$ cat src/common/videoCapturePkg.sv
package videoCapturePkg;

    // Beam counter and register widths
    localparam int CounterWidth = 12;
    localparam int ConfigDataWidth = 12;

    localparam int ColorWidth = 8;
    localparam int PixelWidth = 3 * ColorWidth;

    typedef enum logic [2:0] {
        HStart,
        HEnd,
        VStart,
        VEnd,
        GapStart,
        GapEnd,
        TriggerOffset,
        Mode
    } ConfigAddr;

    typedef enum logic [1:0] {
        Idle,
        WaitLine,
        Stream
    } ReaderState;

    // Interlaced skips the rows between gapStart and gapEnd
    typedef enum logic {
        Progressive,
        Interlaced
    } CaptureMode;

endpackage

$ cat src/verilog/captureConfig.sv
module captureConfig #(
    parameter int MaxLineLength = 64,
    localparam int LengthWidth = $clog2(MaxLineLength + 1)
) (
    input  logic                                        clock,
    input  logic                                        nreset,
    input  logic                                        regWrite,
    input  videoCapturePkg::ConfigAddr                  regAddr,
    input  logic [videoCapturePkg::ConfigDataWidth-1:0] regWrData,
    output logic [videoCapturePkg::CounterWidth-1:0]    hStart,
    output logic [videoCapturePkg::CounterWidth-1:0]    hEnd,
    output logic [videoCapturePkg::CounterWidth-1:0]    vStart,
    output logic [videoCapturePkg::CounterWidth-1:0]    vEnd,
    output logic [videoCapturePkg::CounterWidth-1:0]    gapStart,
    output logic [videoCapturePkg::CounterWidth-1:0]    gapEnd,
    output logic [videoCapturePkg::CounterWidth-1:0]    triggerOffset,
    output videoCapturePkg::CaptureMode                 mode,
    output logic [LengthWidth-1:0]                      lineLength
);
    import videoCapturePkg::*;

    logic [CounterWidth-1:0] span;
    logic hStartSet;
    logic hEndSet;

    always_ff @(posedge clock or negedge nreset) begin
        if (!nreset) begin
            hStart <= '0;
            hEnd <= '0;
            vStart <= '0;
            vEnd <= '0;
            gapStart <= '0;
            gapEnd <= '0;
            triggerOffset <= '0;
            mode <= Progressive;
            hStartSet <= 1'b0;
            hEndSet <= 1'b0;
        end else if (regWrite) begin
            case (regAddr)
                HStart: begin
                    hStart <= regWrData;
                    hStartSet <= 1'b1;
                end
                HEnd: begin
                    hEnd <= regWrData;
                    hEndSet <= 1'b1;
                end
                VStart: vStart <= regWrData;
                VEnd: vEnd <= regWrData;
                GapStart: gapStart <= regWrData;
                GapEnd: gapEnd <= regWrData;
                TriggerOffset: triggerOffset <= regWrData;
                Mode: mode <= CaptureMode'(regWrData[0]);
            endcase
        end
    end

    // Words per line, limited to one ring slot
    assign span = (hEnd > hStart) ? hEnd - hStart : '0;
    assign lineLength = (span > CounterWidth'(MaxLineLength)) ?
        LengthWidth'(MaxLineLength) : LengthWidth'(span);

    hWindowOrdered: assert property (@(posedge clock) disable iff (!nreset)
        hStartSet && hEndSet |-> hEnd >= hStart);

endmodule

$ cat config.mk
export PLATFORM = sky130hd
export DESIGN_NAME = captureConfig
export DESIGN_NICKNAME = d
export VERILOG_FILES = /design/src/common/videoCapturePkg.sv /design/src/verilog/captureConfig.sv
export SDC_FILE = /design/constraint.sdc
export NUM_CORES = 1
export LEC_CHECK = 0
export BUFFER_PORTS_ARGS = -buffer_cell sky130_fd_sc_hd__buf_2
export CAP_MARGIN = 5
export CORE_MARGIN = 2
export CORE_UTILIZATION = 44
export CTS_CLUSTER_SIZE = 24
export DETAILED_ROUTE_END_ITERATION = 6
export PLACE_DENSITY = 0.73
export SYNTH_ARGS = -nofsm -noshare
export SYNTH_HDL_FRONTEND = slang
export SYNTH_SLANG_ARGS = --single-unit
export TNS_END_PERCENT = 10
$ cat constraint.sdc
create_clock -name clock -period 3.33 [get_ports clock]
set_input_delay 0.333 -clock clock [delete_from_list [all_inputs] [get_ports clock]]
set_output_delay 0.333 -clock clock [all_outputs]
set_load 0.01 [all_outputs]
== After elaboration in Yosys (flattened, before gate mapping) ==
Cells that the tools add are included.

* Bits in registers: 85
* Bits of input ports: 18
* Output and inout port bits: 92
* Word-level logic and storage cells: 29

* $add $sub $neg: 1
* Magnitude comparators: 2
* Eq/ne operators: 7
* Multiplexer cells: 2
* Reductions and logical operators: 9

{| class="wikitable"
|+ Operator list
! cell !! count
|-
| AND reduction 2 bit || 8
|-
| equality test 3 bit (second input constant) || 4
|-
| greater-than comparator 12 bit || 1
|-
| greater-than comparator 12 x 7 -> 1 bit (second input constant) || 1
|-
| 2-to-1 mux 12 bit || 1
|-
| subtractor 12 bit || 1
|-
| 2-to-1 mux 7 bit || 1
|-
| equality test 3 x 2 -> 1 bit (second input constant) || 2
|-
| equality test 3 x 1 -> 1 bit (second input constant) || 1
|-
| zero test 3 bit || 1
|}

== Depth between registers and ports, before layout ==
* Word-level depth: 4
* Gate-level depth with buffers: 9

== Least setup slack after synthesis ==
Ideal clock, no wire load.

* Path type: reg-to-output
* From: register hStart[0] (netlist bit)
* To: output lineLength[1]
* Arrival: 2.566 ns
* Data required time: 2.997 ns
* Path slack: 0.431 ns
* Cell stages (with the launch flop): 9
* Buffers on the path: 0
* Cell sequence: dfrtp_1 > ha_1 > fa_1 > nand2b_1 > a211oi_2 > o21ai_1 > a211oi_1 > o221ai_4 > nor4_1

* Word-level cells in the longest chain between the ends: 4
* Elaborated cells on any way between the ends: 5
* Those cells by class: 1 x add/sub; 2 x order compare; 2 x mux

{| class="wikitable"
|+ RTL lines
! element !! RTL line !! source
|-
| start: declaration || captureConfig.sv:10 || <nowiki>output logic [videoCapturePkg::CounterWidth-1:0] hStart,</nowiki>
|-
| start signal: assignment || captureConfig.sv:41 || <nowiki>hStart <= regWrData;</nowiki>
|-
| subtractor 12 bit / greater-than comparator 12 bit (equally long branches) || captureConfig.sv:59 || <nowiki>assign span = (hEnd > hStart) ? hEnd - hStart : '0;</nowiki>
|-
| 2-to-1 mux 12 bit (*) || captureConfig.sv:59 ||
|-
| greater-than comparator 12 x 7 -> 1 bit || captureConfig.sv:60 || <nowiki>assign lineLength = (span > CounterWidth'(MaxLineLength)) ?</nowiki>
|-
| 2-to-1 mux 7 bit (*) || captureConfig.sv:60 ||
|-
| end: declaration || captureConfig.sv:18 || <nowiki>output logic [LengthWidth-1:0] lineLength</nowiki>
|}

Mark *: on every way between the ends. The rest lies on a longest branch, timed or not.

== Worst setup path in the final report ==
* From: register hStart[0] (netlist bit)
* To: output lineLength[2]

The elaborated chain is that of the path after synthesis.

==> metrics.md <==
| Metric | Value |
|---|---|
| Final ANT Viol Nets | `0` |
| Final nets | `465` |
| Critical path peak fanout | `7` |
| Final Hold Viols | `0` |
| Row count | `34` |
| DR pass1 iterations | `4` |
| CTS hold repair buffers | `0` |
| Max Clock Skew | `0 ns` |
| Hold Crit Class | `input pin to async pin` |
| DRC viols | `0` |
| Die Y | `99.8 µm` |
| Register share of total power | `37.7%` |
| Clk network pwr share | `22.5%` |
| Min Tclk post-route | `3.19 ns` |
| Vias | `2921` |
| Die width | `99.8 µm` |
| Commonest non-fill, non-tap cell in the layout | `buf_2` |
| Pwr per Cell Area | `730 nW/µm²` |
| Cell chosen for the clock root | `clkbuf_8` |
| Gate power share | `39.9%` |
| Antenna violations before repair | `0` |
| Max IR drop VDD | `0.465 mV` |
| Rel. slew slack | `28.1%` |
| Ys Warns | `0` |
| Area grow syn2layout | `24.7%` |
| Pin count of the biggest net entering global routing | `86` |
| Synth Area in XOR/XNOR | `1.09%` |
| Clock slew seen by the registers of the worst setup and hold paths | `0.09 ns` |
| Clock tree sinks | `85` |
| Initial Utilization | `45.8%` |
| Syn Area/Cell | `12.7 µm²` |
| Switch Pwr | `1300 µW` |
| CP Launch Type | `register` |
| Core area | `8810 µm²` |
| Clk Latency, worst-skew pair | `0.34 ns` |
| Post-synth ARST share | `100%` |
| Vias in the first global route | `2909` |
| Synthesized area | `4030 µm²` |
| Worst Setup End Kind | `output port` |
| TritonCTS Buffers | `9` |
| Post-Syn Nets | `348` |
| Final TNS setup | `0 ns` |
| Port Buffer Count | `109` |
| Yosys reg bits | `85` |
| Final period util | `95.9%` |
| Synth Flop Type | `dfrtp_1` |
| IO Pins | `110` |
| Final setup fails | `0` |
| Data required time of the worst path | `3.00 ns` |
| Fmax | `0.313 GHz` |
| Die footprint | `9950 µm²` |
| Distinct cells, synth | `54` |
| Post-synthesis sequential area ratio | `52.7%` |
| First-pass GRT wire length | `15000 µm` |
| Placed cells | `528` |
| Share of cells above drive strength 1 | `51.7%` |
| Post-Route WL | `9400 µm` |
| Simple-gate area share of the yosys netlist | `8.75%` |
| Sw Ratio | `35.4%` |
| HPWL Detailed | `6850 µm` |
| Routed len/inst | `17.2 µm` |
| Final core occ | `57.1%` |
| Hold Slack | `0.162 ns` |
| Via density | `5.34` |
| Syn Inst Count | `317` |
| CTS max path bufs | `2` |
| Lkg Pwr | `0.00236 µW` |
| Most frequent cells in the layout | `buf_2, dfrtp_1, mux2_2` |
| GP Congestion | `0.913` |
| GRT Util Overall | `19.1%` |
| P_int | `2370 µW` |
| DR iter-0 viols | `84` |
| Final total power | `3670 µW` |
| CTS tree | `built` |
| WS Path Type | `register to output port` |
| Compound-Gate Fraction of Synth Area | `10.6%` |
| Largest family of logic cells by synthesized area | `multiplexers` |
| Antenna cell count | `0` |
| Status | `finished, final reports clean` |
| CP arrival | `2.86 ns` |
| Post-Layout Cell Count | `547` |
| Final Slew Violations | `0` |
| # H-tree levels | `3` |
| Overflow after GRT | `0` |
| Post-synthesis mux area share | `20.1%` |
| Max_cap viols | `0` |
| Adder-cell share of the synthesized area | `4.22%` |
| Post-synth EDFFs | `0` |
| Worst-Margin Slew | `1.07 ns` |
==> flip-flops by register name, summed over array words and instances, names as in the netlist <==
name,count
vEnd,12
gapStart,12
gapEnd,12
mode,1
hEnd,12
hStart,12
vStart,12
triggerOffset,12
==> per-stage QoR <==
| stage | instance area (µm²) | setup slack [ns] |
|---|---|---|
| global route | 5030 | -0.0180 |
| global placement | 4720 | 0.377 |
| finish | 5030 | 0.137 |
| CTS | 4950 | 0.00931 |
| detailed placement | 4720 | 0.267 |
| floorplan | 4030 | 0.431 |
==> worst max-delay path, cell delays in order, from the launching register on <==
cell and delay (ns):
dfrtp_1 0.41, ha_4 0.18, fa_2 0.37, nand2b_4 0.17, a211oi_4 0.29, o21ai_2 0.12
a211oi_2 0.32, o221ai_4 0.21, nor4_2 0.28, buf_2 0.17
==> what timing repair did <==
item,CTS,global route
endpoints found under the setup margin,7,7
hold endpoints to repair,0,0
pin swaps,1,5
resized for setup,1,11
buffers inserted,0,3
==> final cells by class <==
| class | instances | area (µm²) |
|---|---|---|
| inverter | 16 | 60.1 |
| multi-input combinational | 207 | 1880 |
| sequential | 85 | 2130 |
| clock buffer | 11 | 151 |
| timing repair buffer | 115 | 593 |
| fill | 748 | 3780 |
| tap | 108 | 135 |
| clock inverter | 5 | 81.3 |
==> cells by family (layout without fill, tap and decap cells) <==
family | after synthesis | count (layout)
compound gates | 56 | 56
xor+xnor | 5 | 5
fa+ha+maj | 13 | 13
buf+inv | 25 | 147
flops | 85 | 85
mux | 72 | 72
simple gates | 61 | 61
==> synthesized netlist by cell type, types with 2 or more instances <==
cell type / n / area, µm²
mux2_1: 4 / 45.0
a211o_1: 2 / 17.5
nand3_1: 3 / 15.0
nor2b_1: 3 / 18.8
o21ai_0: 18 / 90.1
a21o_1: 2 / 15.0
nand4b_1: 3 / 26.3
nor3b_1: 2 / 15.0
nor2_1: 8 / 30.0
ha_1: 12 / 150
a21oi_1: 8 / 40.0
a211oi_2: 2 / 25.0
o21ai_1: 5 / 25.0
nand2_1: 21 / 78.8
buf_1: 3 / 11.3
clkbuf_1: 4 / 15.0
o31a_1: 2 / 17.5
dfrtp_1: 85 / 2130
nand2b_1: 3 / 18.8
inv_1: 16 / 60.1
xor2_1: 4 / 35.0
mux2_2: 68 / 766
nor3_1: 6 / 30.0
o31ai_1: 3 / 22.5
==> power groups by stage <==
| stage | logic [µW] | registers (µW) | clock network, µW |
|---|---|---|---|
| global route | 1600 | 1410 | 890 |
| finish | 1460 | 1380 | 825 |
| floorplan | 816 | 1500 | 0 |
| detailed placement | 1390 | 1400 | 0 |
| global placement | 1360 | 1390 | 0 |
| CTS | 1400 | 1380 | 847 |
==> path summary, 6_finish.rpt <==
check / end / slack (ns) / cells after the start / from
max: lineLength[2] / 0.14 / 9 / hStart[0]$_DFFE_PN0P_
min: gapStart[2]$_DFFE_PN0P_ / 0.16 / 1 / nreset
max reg2reg: hStart[0]$_DFFE_PN0P_ / 2.41 / 2 / hStart[0]$_DFFE_PN0P_
min reg2reg: gapEnd[0]$_DFFE_PN0P_ / 0.50 / 1 / gapEnd[0]$_DFFE_PN0P_
max in group asynchronous: gapEnd[0]$_DFFE_PN0P_ / 2.47 / 1 / nreset
min in group clock: hStart[9]$_DFFE_PN0P_ / 0.29 / 3 / regWrData[9]
==> per-layer routing <==
metal / routed length (µm) / GRT usage, % / vias up
met5: 0 / 0 / -
met4: 107 / 5.58 / 0
met3: 612 / 5.62 / 10
met2: 4390 / 29.5 / 92
met1: 4290 / 26.2 / 1434
li1: - / - / 1385
(Power assumes the default switching activity.)
