`src/common/videoCapturePkg.sv`:
```
package videoCapturePkg;

    // Beam counter and register widths
    localparam int CounterWidth = 12;
    localparam int ConfigDataWidth = 12;

    localparam int ColorWidth = 8;
    localparam int PixelWidth = 3 * ColorWidth;

    typedef enum logic [2:0] {
        HStart,
        HEnd,
        VStart,
        VEnd,
        GapStart,
        GapEnd,
        TriggerOffset,
        Mode
    } ConfigAddr;

    typedef enum logic [1:0] {
        Idle,
        WaitLine,
        Stream
    } ReaderState;

    // Interlaced skips the rows between gapStart and gapEnd
    typedef enum logic {
        Progressive,
        Interlaced
    } CaptureMode;

endpackage

```
`src/capture/videoCapture.sv`:
```
module videoCapture #(
    parameter int RingLines = 4,
    parameter int MaxLineLength = 64,
    localparam int AddrWidth = $clog2(RingLines * MaxLineLength),
    localparam int SlotWidth = (RingLines > 1) ? $clog2(RingLines) : 1,
    localparam int CreditWidth = $clog2(RingLines + 1)
) (
    input  logic                                     clock,
    input  logic                                     nreset,
    input  logic [videoCapturePkg::ColorWidth-1:0]   red,
    input  logic [videoCapturePkg::ColorWidth-1:0]   green,
    input  logic [videoCapturePkg::ColorWidth-1:0]   blue,
    input  logic [videoCapturePkg::CounterWidth-1:0] counterX,
    input  logic [videoCapturePkg::CounterWidth-1:0] counterY,
    input  logic [videoCapturePkg::CounterWidth-1:0] hStart,
    input  logic [videoCapturePkg::CounterWidth-1:0] hEnd,
    input  logic [videoCapturePkg::CounterWidth-1:0] vStart,
    input  logic [videoCapturePkg::CounterWidth-1:0] vEnd,
    input  logic [videoCapturePkg::CounterWidth-1:0] gapStart,
    input  logic [videoCapturePkg::CounterWidth-1:0] gapEnd,
    input  logic [videoCapturePkg::CounterWidth-1:0] triggerOffset,
    input  videoCapturePkg::CaptureMode              mode,
    input  logic                                     creditReturn,
    output logic                                     wrEnable,
    output logic [AddrWidth-1:0]                     wrAddr,
    output logic [videoCapturePkg::PixelWidth-1:0]   wrData,
    output logic                                     lineDone,
    output logic                                     startTrigger,
    output logic                                     overflow
);
    import videoCapturePkg::*;

    logic [CounterWidth-1:0] xOffset;
    logic newFrame;
    logic inGap;
    logic rowInWindow;
    logic pixelInWindow;
    logic lineStart;
    logic takeLine;
    logic writePixel;
    logic lineEnd;
    logic [CreditWidth-1:0] credits;
    logic [SlotWidth-1:0] slot;
    logic capturing;
    logic firstLine;

    assign xOffset = counterX - hStart;
    assign newFrame = (counterX == '0) && (counterY == '0);

    assign inGap = (mode == Interlaced) && (counterY >= gapStart) && (counterY < gapEnd);
    assign rowInWindow = (counterY >= vStart) && (counterY < vEnd) && !inGap;
    // Pixels past the slot size are not stored
    assign pixelInWindow = rowInWindow && (counterX >= hStart) && (counterX < hEnd)
        && (xOffset < CounterWidth'(MaxLineLength));

    assign lineStart = pixelInWindow && (counterX == hStart);
    assign takeLine = lineStart && (credits != '0);
    assign writePixel = pixelInWindow && (capturing || takeLine);
    assign lineEnd = capturing && !pixelInWindow;

    always_ff @(posedge clock or negedge nreset) begin
        if (!nreset) begin
            wrEnable <= 1'b0;
            lineDone <= 1'b0;
            startTrigger <= 1'b0;
            overflow <= 1'b0;
            credits <= CreditWidth'(RingLines);
            slot <= '0;
            capturing <= 1'b0;
            firstLine <= 1'b0;
        end else begin
            wrEnable <= writePixel;
            lineDone <= lineEnd;
            startTrigger <= writePixel && (firstLine || newFrame) && (xOffset == triggerOffset);
            credits <= credits - CreditWidth'(takeLine) + CreditWidth'(creditReturn);

            if (lineStart && credits == '0) begin
                overflow <= 1'b1;
            end

            if (takeLine) begin
                capturing <= 1'b1;
            end else if (lineEnd) begin
                capturing <= 1'b0;
                slot <= (slot == SlotWidth'(RingLines - 1)) ? '0 : slot + 1'b1;
                firstLine <= 1'b0;
            end

            // Frame start wins over the end of the last line
            if (newFrame) begin
                firstLine <= 1'b1;
            end
        end
    end

    always_ff @(posedge clock) begin
        if (writePixel) begin
            wrAddr <= AddrWidth'(slot * MaxLineLength) + AddrWidth'(xOffset);
            wrData <= {red, green, blue};
        end
    end

    creditRange: assert property (@(posedge clock) disable iff (!nreset)
        credits <= CreditWidth'(RingLines));

    // The line being written holds one credit until the reader returns it
    writeNeedsCredit: assert property (@(posedge clock) disable iff (!nreset)
        wrEnable |-> credits < CreditWidth'(RingLines));

endmodule

```
`config.mk`:
```
export PLATFORM = sky130hd
export DESIGN_NAME = videoCapture
export DESIGN_NICKNAME = d
export VERILOG_FILES = /design/src/common/videoCapturePkg.sv /design/src/capture/videoCapture.sv
export SDC_FILE = /design/constraint.sdc
export NUM_CORES = 1
export LEC_CHECK = 0
export ABC_AREA = 0
export BUFFER_PORTS_ARGS = -buffer_cell sky130_fd_sc_hd__buf_2
export CORE_ASPECT_RATIO = 0.7
export CORE_MARGIN = 3
export CORE_UTILIZATION = 35
export CTS_BUF_LIST = sky130_fd_sc_hd__clkbuf_4 sky130_fd_sc_hd__clkbuf_8
export DETAILED_ROUTE_END_ITERATION = 8
export PLACE_DENSITY = 0.73
export SYNTH_ARGS = -nofsm -noshare
export SYNTH_HDL_FRONTEND = slang
export SYNTH_SLANG_ARGS = --single-unit
```
`constraint.sdc`:
```
create_clock -name clock -period 8.75 [get_ports clock]
set_input_delay 1.3125 -clock clock [delete_from_list [all_inputs] [get_ports clock]]
set_output_delay 1.3125 -clock clock [all_outputs]
set_load 0.02 [all_outputs]
```
---- After elaboration in Yosys (flattened, before gate mapping) ----
Cells that the tools add are included.
operators by class
  add/subtract/negate cells ............... 5
  order comparisons ....................... 7
  equal/unequal tests ..................... 4
  mux-type cells .......................... 5
  bitwise logic cells ..................... 1
  reductions and logical operators ........ 27
operators with widths
  operator             count
  $ge 12x12->1         3
  $lt 12x12->1         3
  $eq 12x12->1         2
  $logic_not 12->1     2
  $logic_and 1x1->1    15
  $lt 12x7->1 const B  1
  $sub 12x12->12       1
  $add 8x8->8          1
  $mux 1               4
  $reduce_and 2->1     2
  $reduce_bool 2->1    2
  $add 3x1->3          1
  $logic_not 3->1      1
  $reduce_bool 3->1    1
  $sub 3x1->3          1
  $add 2x1->2 const B  1
  $eq 2x2->1 const B   1
  $logic_not 1->1      2
  $logic_or 1x1->1     2
  $mux 2               1
  $ne 2x2->1 const B   1
  $not 1->1            1
word-level totals
  flip-flop bits (word level) ............. 43
  word-level logic and storage cells ...... 59

---- Depth between registers and ports, before layout ----
Gate-level depths: netlist of run 1.
  word-level depth ........................ 14
  gate-level depth with buffers ........... 19
  mapped depth without buffers ............ 19

---- Least setup slack after synthesis of run 1 ----
OpenSTA, ideal clock, no wires.
  path type ............................... input port to flip-flop
  start ................................... input port counterX[0] (netlist name)
  end ..................................... register wrAddr[0] (enable)
  setup time .............................. 0.433 ns
  data arrival time ....................... 4.874 ns
  data required time ...................... 8.317 ns
  slack ................................... 3.442 ns
  stages on the path ...................... 12
  buffers on the path ..................... 0
  cells stage by stage .................... inv_1 ha_1 inv_1 fa_1 a211oi_2 o21ai_2 o21ai_0 o211ai_1 xnor2_1 nor3b_2 nand4_1 a21oi_1
on the way
  cells in the longest elaborated chain, start to end .. 8
ends and longest elaborated chain
  element                                                 RTL line            source
  from (decl)                                             videoCapture.sv:13  input logic [videoCapturePkg::CounterWidth-1:0] counterX,
  branches (longest 7 deep; another with $sub 12x12->12)  --
  $logic_and 1x1->1 (*)                                   videoCapture.sv:58  assign writePixel = pixelInWindow && (capturing || takeLine);
  named net writePixel                                    videoCapture.sv:40  logic writePixel;
  to (signal assigned)                                    videoCapture.sv:98  wrAddr <= AddrWidth'(slot * MaxLineLength) + AddrWidth'(xOffset);
  to (decl)                                               videoCapture.sv:25  output logic [AddrWidth-1:0] wrAddr,
Mark *: on every way through the listed nets, which the timed path passes.
A chain may end at the register's enable or synchronous reset.

---- Worst setup path in the final report of run 1 ----
  start ................................... input port counterX[0] (netlist name)
  end ..................................... register credits[2]
on the way
  cells in the longest elaborated chain, start to end .. 8
ends and longest elaborated chain
  element                                                 RTL line            source
  branches (longest 4 deep; another with $sub 12x12->12)  --
  $logic_and 1x1->1 (*)                                   videoCapture.sv:56  assign lineStart = pixelInWindow && (counterX == hStart);
  $logic_and 1x1->1 (*)                                   videoCapture.sv:57  assign takeLine = lineStart && (credits != '0);
  named net takeLine                                      videoCapture.sv:39  logic takeLine;
  $sub 3x1->3 (*)                                         videoCapture.sv:75  credits <= credits - CreditWidth'(takeLine) + CreditWidth'(creditReturn);
  $add 3x1->3 (*)                                         videoCapture.sv:75
  to (signal assigned)                                    videoCapture.sv:67  credits <= CreditWidth'(RingLines);
  to (signal assigned)                                    videoCapture.sv:75
  to (decl)                                               videoCapture.sv:42  logic [CreditWidth-1:0] credits;
Marks and branches as above.

==> results.cfg, run 1 <==
[clock_network]
postCtsSetupBuffers = 0
worstSkewPairLatency_ns = 0.28
cts_tree = done
clk_sink_count = 43
root_buffer = clkbuf_8
max-clock-path-buffers = 2
hold_buffers = 0
cts.clk_slew.worst_paths_ns = 0.08
num_cts_buffers = 5
ctsHtreeMaxLevel = 2
postCtsResizedCells = 0

[synth]
postSynth.asyncResetShare_pct = 25.58
postSynthRegisterBits = 43
biggest_area_contributors_in_the_synthesized_netlist = edfxtp_1 25%, ha_1 23%, inv_1 7.7%
synthDominantAreaCellType = edfxtp_1
synth-edff-count = 32
synth_seq_area_share_pct = 31.64
synth_most_common_cell = inv_1
netlist-cell-type-count = 53
yosys-top-cells-count = 80 x inv_1, 73 x ha_1, 32 x edfxtp_1
postSynth.topFlopCell = edfxtp_1
yosys.area_share.simple_pct = 12.96
synth_top_area_share_pct = 24.57
synth_cells = 408
complex_gate_fraction_of_the_synthesized_area_pct = 15.71
synth.mux.area_fraction_pct = 0.5758
avgSynthCellArea_um2 = 9.586
combinational_family_with_the_most_area_after_synthesis = adder cells
yosysWarningCount = 0
synth_xor_area_share_pct = 6.334
post_synth_instance_area_mm2 = 0.003911
yosys.area_share.adder_pct = 24.38
synth_nets = 619

[timing]
layout_worst_path_cycle_share_pct = 56.02
slew_headroom_pct = 31.83
unrepaired_setup_endpoints_after_global_routing = false
tightestPinTransition_ns = 1.020
slew_violations = 0
setup-tns-final_ns = 0
setup_violations = 0
postLayoutSetupSlackWorst_ns = 3.848
max_clock_freq_mhz = 204.0
final.min_clock_period_ns = 4.902
finClkSkew_ns = 0.003941
final_hold_viols = 0

[grt]
grt_pass1_vias = 3617
antenna_found_initial = 0
first_pass_grt_wire_length_mm = 17.39
grt_max_degree = 34
track_usage_pct = 17.05
globalRoute.totalOverflow = 0

[layout]
finalNetCount = 791
final_non_filler_cells = 729
flow.area_growth_from_synthesis_pct = 28.44
drive_above_1_share_pct = 34.08
num_antenna_cells = 0

[floorplan]
design.portCount = 172
start_util_pct = 36.80
die_y_um = 94.45
row_count = 31
dieArea_mm2 = 0.01250
die_w_um = 132.4
core_region_area_mm2 = 0.01063

[routing]
via_per_inst = 4.889
detailedRoute.firstPassIterationCount = 4
wirelength_mm = 11.27
detail-route-antenna-nets = 0
post_drt_wl_per_cell_um = 15.46
dr.first_iter.drc_count = 203
detailroute.via_count = 3564
drc_errors = 0

[pwr]
total_switching_power_uw = 179.0
power.share.clock_pct = 21.4
ir_drop_worst_vdd_mv = 0.07300
cellLeakagePower_nw = 2.576
pwr_density_cell_mw_per_mm2 = 112.8
power.internal_uw = 387.7
seq_power_share_pct = 41.9
p_sw_share_pct = 31.59
combPwrFrac_pct = 36.7

[worst_setup_path]
cp-startpoint = counterX[0]
worstSetupEndpointType = flop
timing.critical_path.fanout_max = 5
critPathRequiredTime_ns = 8.96
r2r-start = credits[1]
setup.worst_path.start_class = input pin
worst_ep_arrival_time_ns = 5.11
crit_type = input pin to flop

[run_status]
run_status = complete, no violations

[placed_design]
post-dp-hpwl_mm = 9.837
placed_cells_incl_taps = 721
gp_routability_congestion = 0.9073
numPortBuffers = 171
dp_slack_ns = 3.615

[min_path]
hold_path.class = flop to flop
min_from = overflow

[job]
timing.max_cap.violations = 0
-- state kept, by name, summed over array words and instances (netlist names) --
register,cells
wrData,24
wrAddr,8
credits,3
slot,2
capturing,1
firstLine,1
lineDone,1
overflow,1
startTrigger,1
wrEnable,1
-- layer usage --
layer / part of all wire [%] / GRT usage (%) / up-vias
met1: 47 / 24.11 / 1643
li1: - / - / 1802
met3: 5.8 / 2.875 / 4
met4: 0.40 / 1.038 / 0
met5: 0 / 0 / -
met2: 47 / 28.90 / 115
-- final cells by class --
type,count,area (µm²)
Clock buffer,6,76.32
Inverter,80,300.3
Timing Repair Buffer,171,855.8
Fill cell,1038,5604
Clock inverter,2,12.51
Sequential cell,43,1237
Tap cell,148,185.2
Multi-Input combinational cell,279,2356
-- critical path, cell delays in order --
cell	delay (ns)
buf_2	0.12
inv_1	0.05
ha_1	0.16
inv_1	0.06
fa_1	0.44
a211oi_2	0.27
o21ai_2	0.12
o21ai_0	0.15
o211ai_1	0.17
xnor2_1	0.27
nor3b_2	0.30
nand4_1	0.31
nor2_1	0.20
ha_1	0.24
inv_1	0.05
ha_1	0.13
inv_1	0.05
fa_1	0.37
xnor2_1	0.19
xnor2_1	0.15
-- cells in the final DEF, fill, tap and decap left out, types with 3 or more instances in the layout --
cell and n:
a2111oi_2 3, a211oi_1 3, a21o_1 6, a21oi_1 27, a31oi_1 5, and4_1 6
buf_2 171, clkbuf_8 5, dfrtp_1 10, edfxtp_1 32, ha_1 73, inv_1 80
nand2_1 16, nand2b_1 3, nand3_1 9, nand4_1 7, nor2_1 14, nor2b_1 8
nor3_1 10, nor4_1 7, o21a_1 4, o21ai_0 17, xnor2_1 16, xor2_1 6
-- power groups by stage --
| stage | sequential, mW | combinational (mW) | clock [mW] |
|---|---|---|---|
| after detailed placement | 0.242 | 0.207 | 0 |
| after floorplan | 0.240 | 0.135 | 0 |
| after global placement | 0.241 | 0.196 | 0 |
| final | 0.237 | 0.208 | 0.121 |
| after CTS | 0.237 | 0.208 | 0.127 |
| after global routing | 0.239 | 0.235 | 0.136 |
-- logic make-up (layout without fill, tap and decap cells) --
logic type	after synthesis	count (layout)
and+or+nand+nor	89	89
adders and majority gates	75	75
muxes	2	2
xor gates and xnor gates	25	25
DFF	43	43
buffers and inverters	86	259
AOI/OAI and AO/OA	88	88
-- per-stage QoR --
step                      area (µm²)  total power, mW  hold slack (ns)  utilization [%]
final                           5024           0.5666           0.4977            47.27
after global routing            5024           0.6096           0.5223            47.27
after CTS                       5024           0.5722           0.4942            47.27
after detailed placement        4935           0.4488           0.4726            46.43
after global placement          4935           0.4371           0.4772            46.43
after floorplan                 3911           0.3747           0.4698                -
-- final timing paths --
path,endpoint,slack [ns],depth (start not counted)
setup / recovery,credits[2],3.85,20
hold / removal,overflow,0.50,1
setup reg to reg,credits[2],6.38,10
hold reg to reg,overflow,0.50,1
max in group asynchronous,credits[2],7.60,1
min in group asynchronous,slot[0],0.89,1
Power figures use the tool's default switching activity.
==> inputs of run 2 (changes only) <==
--- a/config.mk
+++ b/config.mk
@@ -5,7 +5,7 @@
 export SDC_FILE = /design/constraint.sdc
 export NUM_CORES = 1
 export LEC_CHECK = 0
-export ABC_AREA = 0
+export ABC_AREA = 1
 export BUFFER_PORTS_ARGS = -buffer_cell sky130_fd_sc_hd__buf_2
 export CORE_ASPECT_RATIO = 0.7
 export CORE_MARGIN = 3
==> constraint.sdc (replaced) <==
create_clock -name clock -period 4.8 [get_ports clock]
set_input_delay 0.72 -clock clock [delete_from_list [all_inputs] [get_ports clock]]
set_output_delay 0.72 -clock clock [all_outputs]
set_load 0.02 [all_outputs]
==> run 2 against run 1 <==
Synthesized area is 3.8% higher. Sequential share of layout area is 0.94 points lower. Worst hold slack worse by 0.22 ns. Critical endpoint unchanged.
==> results.cfg, run 2 <==
[run_status]
run_status = complete, no violations

[routing]
detail-route-antenna-nets = 0
detailedRoute.firstPassIterationCount = 4
via_per_inst = 4.348
drc_errors = 0
dr.first_iter.drc_count = 149
detailroute.via_count = 3813
wirelength_mm = 10.51
post_drt_wl_per_cell_um = 11.99

[floorplan]
die_w_um = 134.7
design.portCount = 172
die_y_um = 96.11
core_region_area_mm2 = 0.01117
start_util_pct = 36.35
row_count = 32
dieArea_mm2 = 0.01295

[worst_setup_path]
worstSetupEndpointType = flop
cp.buffers_inverters = 6
crit_path_top_delay_cell = fa_1
critPathRequiredTime_ns = 5.03
slowest_stage_delay_on_critical_path_ns = 0.40
timing.critical_path.fanout_max = 4
cpLargestDelayFamily = adder cells
critical_path_cell_sequence = buf_2 -> inv_1 -> ha_1 -> inv_1 -> fa_1 -> nand3_1 -> nand3_2 -> nand2_1 -> nand2_1 -> nand2_1 -> nand2_1 -> nand2_1 -> nand2_1 -> nor2_2 -> nand4_1 -> inv_1 -> ha_1 -> inv_1 -> ha_1 -> inv_1 -> fa_1 -> xnor2_1
setup.worst_path.start_class = input pin
worst_ep_arrival_time_ns = 3.56
cpMostUsedCell = nand2_1
crit_type = input pin to flop

[timing]
tightestPinTransition_ns = 0.4113
setup_violations = 0
slew_violations = 0
slew_headroom_pct = 72.29
unrepaired_setup_endpoints_after_global_routing = false
finClkSkew_ns = 0.002386
max_clock_freq_mhz = 300.3
setup-tns-final_ns = 0
layout_worst_path_cycle_share_pct = 69.37
fin_worst_hold_slack_ns = 0.2796
final_hold_viols = 0
final.min_clock_period_ns = 3.330

[placed_design]
gp_routability_congestion = 0.8757
numPortBuffers = 171
post-dp-hpwl_mm = 9.309

[layout]
drive_above_1_share_pct = 28.18
num_antenna_cells = 0
layout_commonest_cell = buf_2
largest_reg_flops = 24
largest_register_by_flop_count = wrData
finalNetCount = 934
flow.area_growth_from_synthesis_pct = 28.63
layout_top_registers = wrData: 24 flops, wrAddr: 8 flops, credits: 3 flops
most_frequent_cells_in_the_layout = 171 x buf_2, 139 x nand2_1, 134 x inv_1
final_core_util_pct = 46.75

[pwr]
p_sw_share_pct = 31.55
ir_drop_worst_vdd_mv = 0.1480
power.total_mw = 1.079
combPwrFrac_pct = 34.2
pwr_density_cell_mw_per_mm2 = 206.6
total_switching_power_uw = 340.5
seq_power_share_pct = 40.6
power.internal_uw = 738.6
power.share.clock_pct = 25.3
cellLeakagePower_nw = 3.079

[synth]
yosysWarningCount = 0
synth_nets = 755
postSynthRegisterBits = 43
postSynth.asyncResetShare_pct = 25.58
synth-edff-count = 32
postSynth.topFlopCell = edfxtp_1
synth_most_common_cell = nand2_1
synth_top_area_share_pct = 23.67
synth_cells = 544
post_synth_instance_area_mm2 = 0.004060
synth_seq_area_share_pct = 30.48
yosys-top-cells-count = 139 x nand2_1, 134 x inv_1, 73 x ha_1
biggest_area_contributors_in_the_synthesized_netlist = edfxtp_1 24%, ha_1 22%, nand2_1 13%
netlist-cell-type-count = 31
avgSynthCellArea_um2 = 7.464
synthDominantAreaCellType = edfxtp_1

[grt]
track_usage_pct = 15.78
grt_pass1_vias = 3449
globalRoute.totalOverflow = 0
grt_max_degree = 34
first_pass_grt_wire_length_mm = 16.09
antenna_found_initial = 0

[clock_network]
hold_buffers = 0
root_buffer = clkbuf_8
cts_tree = done
worstSkewPairLatency_ns = 0.29
postCtsResizedCells = 0
max-clock-path-buffers = 2
ctsHtreeMaxLevel = 2
num_cts_buffers = 5
clk_sink_count = 43
postCtsSetupBuffers = 0
cts.clk_slew.worst_paths_ns = 0.08

[job]
timing.max_cap.violations = 0

[min_path]
hold_path.class = input pin to async pin
==> run 2: power groups by stage <==
stage / registers, mW / logic [mW] / clock network, mW
4_1_cts: 0.438 / 0.375 / 0.280
6_report: 0.438 / 0.369 / 0.273
3_3_place_gp: 0.446 / 0.362 / 0
3_5_place_dp: 0.445 / 0.374 / 0
2_1_floorplan: 0.443 / 0.245 / 0
5_1_grt: 0.440 / 0.432 / 0.296
==> run 2: kinds of logic after synthesis <==
logic type	Yosys count	synth area share (%)
AO/OA/AOI/OAI	39	5.177
XOR/XNOR	13	2.804
adder cells (fa/ha/maj)	75	23.48
buffers and inverters	137	12.67
flip-flops	43	30.48
AND/OR/NAND/NOR	237	25.39
==> run 2: layout make-up <==
class | instances | area [µm²]
clock buffers | 5 | 68.82
inverters | 137 | 514.2
clock inverters | 3 | 38.79
well taps | 153 | 191.4
fillers | 1142 | 5948
flip-flops and latches | 43 | 1237
repair buffers | 172 | 863.3
multi-input cells | 364 | 2308
==> run 2: through the flow <==
stage                     instances  worst slack, ns  instance area (µm²)
after floorplan                 544            1.409                 4060
after global placement          869            1.215                 5115
after detailed placement        869            1.100                 5115
after CTS                       877            1.437                 5223
after global routing            877            1.187                 5223
final                           877            1.470                 5223
==> run 2: path summary, 6_finish.rpt <==
path | slack [ns] | cells after the start | to | start
max in group asynchronous | 4.26 | 1 | credits[2] | nreset
hold / removal | 0.28 | 1 | lineDone | nreset
hold reg to reg | 0.49 | 2 | overflow | overflow
setup reg to reg | 2.78 | 10 | credits[2] | credits[1]
setup / recovery | 1.47 | 22 | credits[2] | counterX[0]
min in group clock | 0.49 | 2 | overflow | overflow
==> run 2: layer usage <==
metal	vias to the layer above	track usage, %	wire length, µm	share of wire (%)
met4	0	2.542	110	1.0
met2	114	23.13	4321	41
met3	12	3.710	658	6.3
met1	1630	23.85	5424	52
li1	2057	-	-	-
met5	-	0	0	0
==> run 2: worst register-to-register path: stages (launching register included) <==
cell and delay, ns:
dfrtp_1 0.43, nor3_1 0.22, inv_1 0.08, nand4_1 0.11, inv_1 0.05, ha_1 0.28, inv_1 0.06, ha_1 0.13
inv_1 0.05, fa_1 0.38, xnor2_1 0.17
==> inputs of run 3 (changes only) <==
--- a/config.mk
+++ b/config.mk
@@ -5,14 +5,14 @@
 export SDC_FILE = /design/constraint.sdc
 export NUM_CORES = 1
 export LEC_CHECK = 0
-export ABC_AREA = 1
+export ABC_AREA = 0
 export BUFFER_PORTS_ARGS = -buffer_cell sky130_fd_sc_hd__buf_2
 export CORE_ASPECT_RATIO = 0.7
 export CORE_MARGIN = 3
 export CORE_UTILIZATION = 35
 export CTS_BUF_LIST = sky130_fd_sc_hd__clkbuf_4 sky130_fd_sc_hd__clkbuf_8
 export DETAILED_ROUTE_END_ITERATION = 8
-export PLACE_DENSITY = 0.73
+export PLACE_DENSITY = 0.75
 export SYNTH_ARGS = -nofsm -noshare
 export SYNTH_HDL_FRONTEND = slang
 export SYNTH_SLANG_ARGS = --single-unit
==> constraint.sdc (replaced) <==
create_clock -name clock -period 2.7 [get_ports clock]
set_input_delay 0.405 -clock clock [delete_from_list [all_inputs] [get_ports clock]]
set_output_delay 0.405 -clock clock [all_outputs]
set_load 0.02 [all_outputs]
==> run 3 against run 2 <==
The run now ends with setup timing left. Global-route usage rose by 3.2 points. Worst hold slack improved by 0.0053 ns. Worst setup slack worse by 2.1 ns. Highest routed layer is now met5. Count of clock-buffer cells in the layout is 1 higher. Die area is 3.5% lower. First-iteration DRC count increased by 43%. Via count grew 4.5%. Clock skew is 0.0036 ns higher. Cell count down 5.8%. Critical path depth shrank 2.
==> results.cfg, run 3 (synthesized netlist as in run 1, its figures left out) <==
[layout]
flow.area_growth_from_synthesis_pct = 56.21
num_antenna_cells = 0
largest_register_by_flop_count = wrData
drive_above_1_share_pct = 48.08
final_core_util_pct = 57.49
layout_top_registers = wrData: 24 flops, wrAddr: 8 flops, credits: 3 flops
most_frequent_cells_in_the_layout = 169 x buf_2, 89 x buf_4, 73 x inv_1
finalNetCount = 888
largest_reg_flops = 24
layout_commonest_cell = buf_2

[floorplan]
row_count = 31
dieArea_mm2 = 0.01250
design.portCount = 172
die_w_um = 132.4
core_region_area_mm2 = 0.01063
start_util_pct = 36.80
die_y_um = 94.45

[grt]
grt_pass1_vias = 4105
globalRoute.totalOverflow = 0
track_usage_pct = 19.02
first_pass_grt_wire_length_mm = 19.31
grt_max_degree = 14
antenna_found_initial = 1

[routing]
dr.first_iter.drc_count = 213
detailedRoute.firstPassIterationCount = 4
detail-route-antenna-nets = 0
post_drt_wl_per_cell_um = 15.21
wirelength_mm = 12.56
detailroute.via_count = 3985
drc_errors = 0
via_per_inst = 4.824

[timing]
final_hold_viols = 0
final.min_clock_period_ns = 3.288
postLayoutSetupSlackWorst_ns = -0.5881
layout_worst_path_cycle_share_pct = 121.8
tightestPinTransition_ns = 0.4614
max_clock_freq_mhz = 304.1
setup_violations = 36
slew_headroom_pct = 68.95
slew_violations = 0
finClkSkew_ns = 0.006014
unrepaired_setup_endpoints_after_global_routing = true

[worst_setup_path]
slowest_stage_delay_on_critical_path_ns = 0.41
crit_type = input pin to flop
critPathRequiredTime_ns = 2.91
timing.critical_path.fanout_max = 3
r2r_slack_ns = 0.50
crit_path_top_delay_cell = fa_2
cpMostUsedCell = inv_2
worstSetupEndpointType = flop
critical_path_cell_sequence = buf_8 -> inv_4 -> ha_4 -> inv_2 -> fa_2 -> a211oi_2 -> o21ai_2 -> o21ai_2 -> o211ai_1 -> xnor2_1 -> nor3b_2 -> nand4_1 -> nor2_1 -> ha_1 -> inv_2 -> ha_4 -> inv_2 -> fa_2 -> xnor2_2 -> xnor2_1
setup.worst_path.start_class = input pin
worst_ep_arrival_time_ns = 3.50

[clock_network]
clk_sink_count = 43
max-clock-path-buffers = 2
cts.clk_slew.worst_paths_ns = 0.08
cts_tree = done
num_cts_buffers = 5
ctsHtreeMaxLevel = 2
worstSkewPairLatency_ns = 0.29
root_buffer = clkbuf_8

[placed_design]
post-dp-hpwl_mm = 10.57
gp_routability_congestion = 0.8753
dp_slack_ns = -1.056
numPortBuffers = 171

[run_status]
run_status = complete, but fails checks
violations = setup timing

[pwr]
pwr_density_cell_mw_per_mm2 = 346.6
cellLeakagePower_nw = 3.110
ir_drop_worst_vdd_mv = 0.2151
power.total_mw = 2.117

[min_path]
hold_path.class = input pin to flop

[job]
timing.max_cap.violations = 0
## run 3: worst max-delay path: cells and delay by family
kind	cells	cell delay [ns]
AOI/OAI and AO/OA	4	0.52
xor gates and xnor gates	3	0.48
adders and majority gates	5	1.25
buffers and inverters	5	0.28
and+or+nand+nor	3	0.53
## run 3: worst paths after layout
check,cells after the start,from,end
worst min register to register,1,overflow,overflow
worst max register to register,10,credits[2],credits[2]
worst max-delay path,20,counterX[0],credits[2]
worst min-delay path,1,blue[2],wrData[2]
min in group asynchronous,2,nreset,wrEnable
max in group asynchronous,2,nreset,credits[2]
## run 3: per-stage QoR
step                TNS [ns]  hold WS [ns]  instance area, µm²  std cells
floorplan             -19.62        0.1094                4016        408
global placement      -17.77        0.2842                5673        806
detailed placement    -21.93        0.2900                5673        806
CTS                   -5.699        0.2734                5997        822
global route          -13.16        0.2668                6110        826
finish                -8.322        0.2849                6110        826
## run 3: per-layer routing
layer  share of wire (%)  track usage [%]
met5                0.10                0
met2                  48            32.39
met1                  45            25.83
met4                 1.4            3.374
met3                 5.9            3.408
## run 3: power by group
group	switching, mW	leakage, nW	total, mW	internal, mW
Clock	0.213	0.0446	0.404	0.191
Sequential	0.0248	0.433	0.772	0.748
Combinational	0.443	2.63	0.941	0.498
Total	0.681	3.11	2.12	1.44
## run 3: area by class of cell
type	instances	area (µm²)
inverters	80	315.3
fillers	916	4518
flip-flops and latches	43	1237
clock buffers	6	76.32
well taps	148	185.2
repair buffers	268	1668
multi-input cells	279	2615
clock inverters	2	12.51
## run 3: repair_timing
| item | in CTS | in global routing |
|---|---|---|
| hold buffers | 1 | 0 |
| cloned | 1 | 1 |
| buffers inserted | 9 | 11 |
| gates resized for setup | 30 | 18 |
| setup endpoints to repair | 39 | 40 |
| pin swaps | 29 | 10 |
| hold endpoints to repair | 10 | 0 |
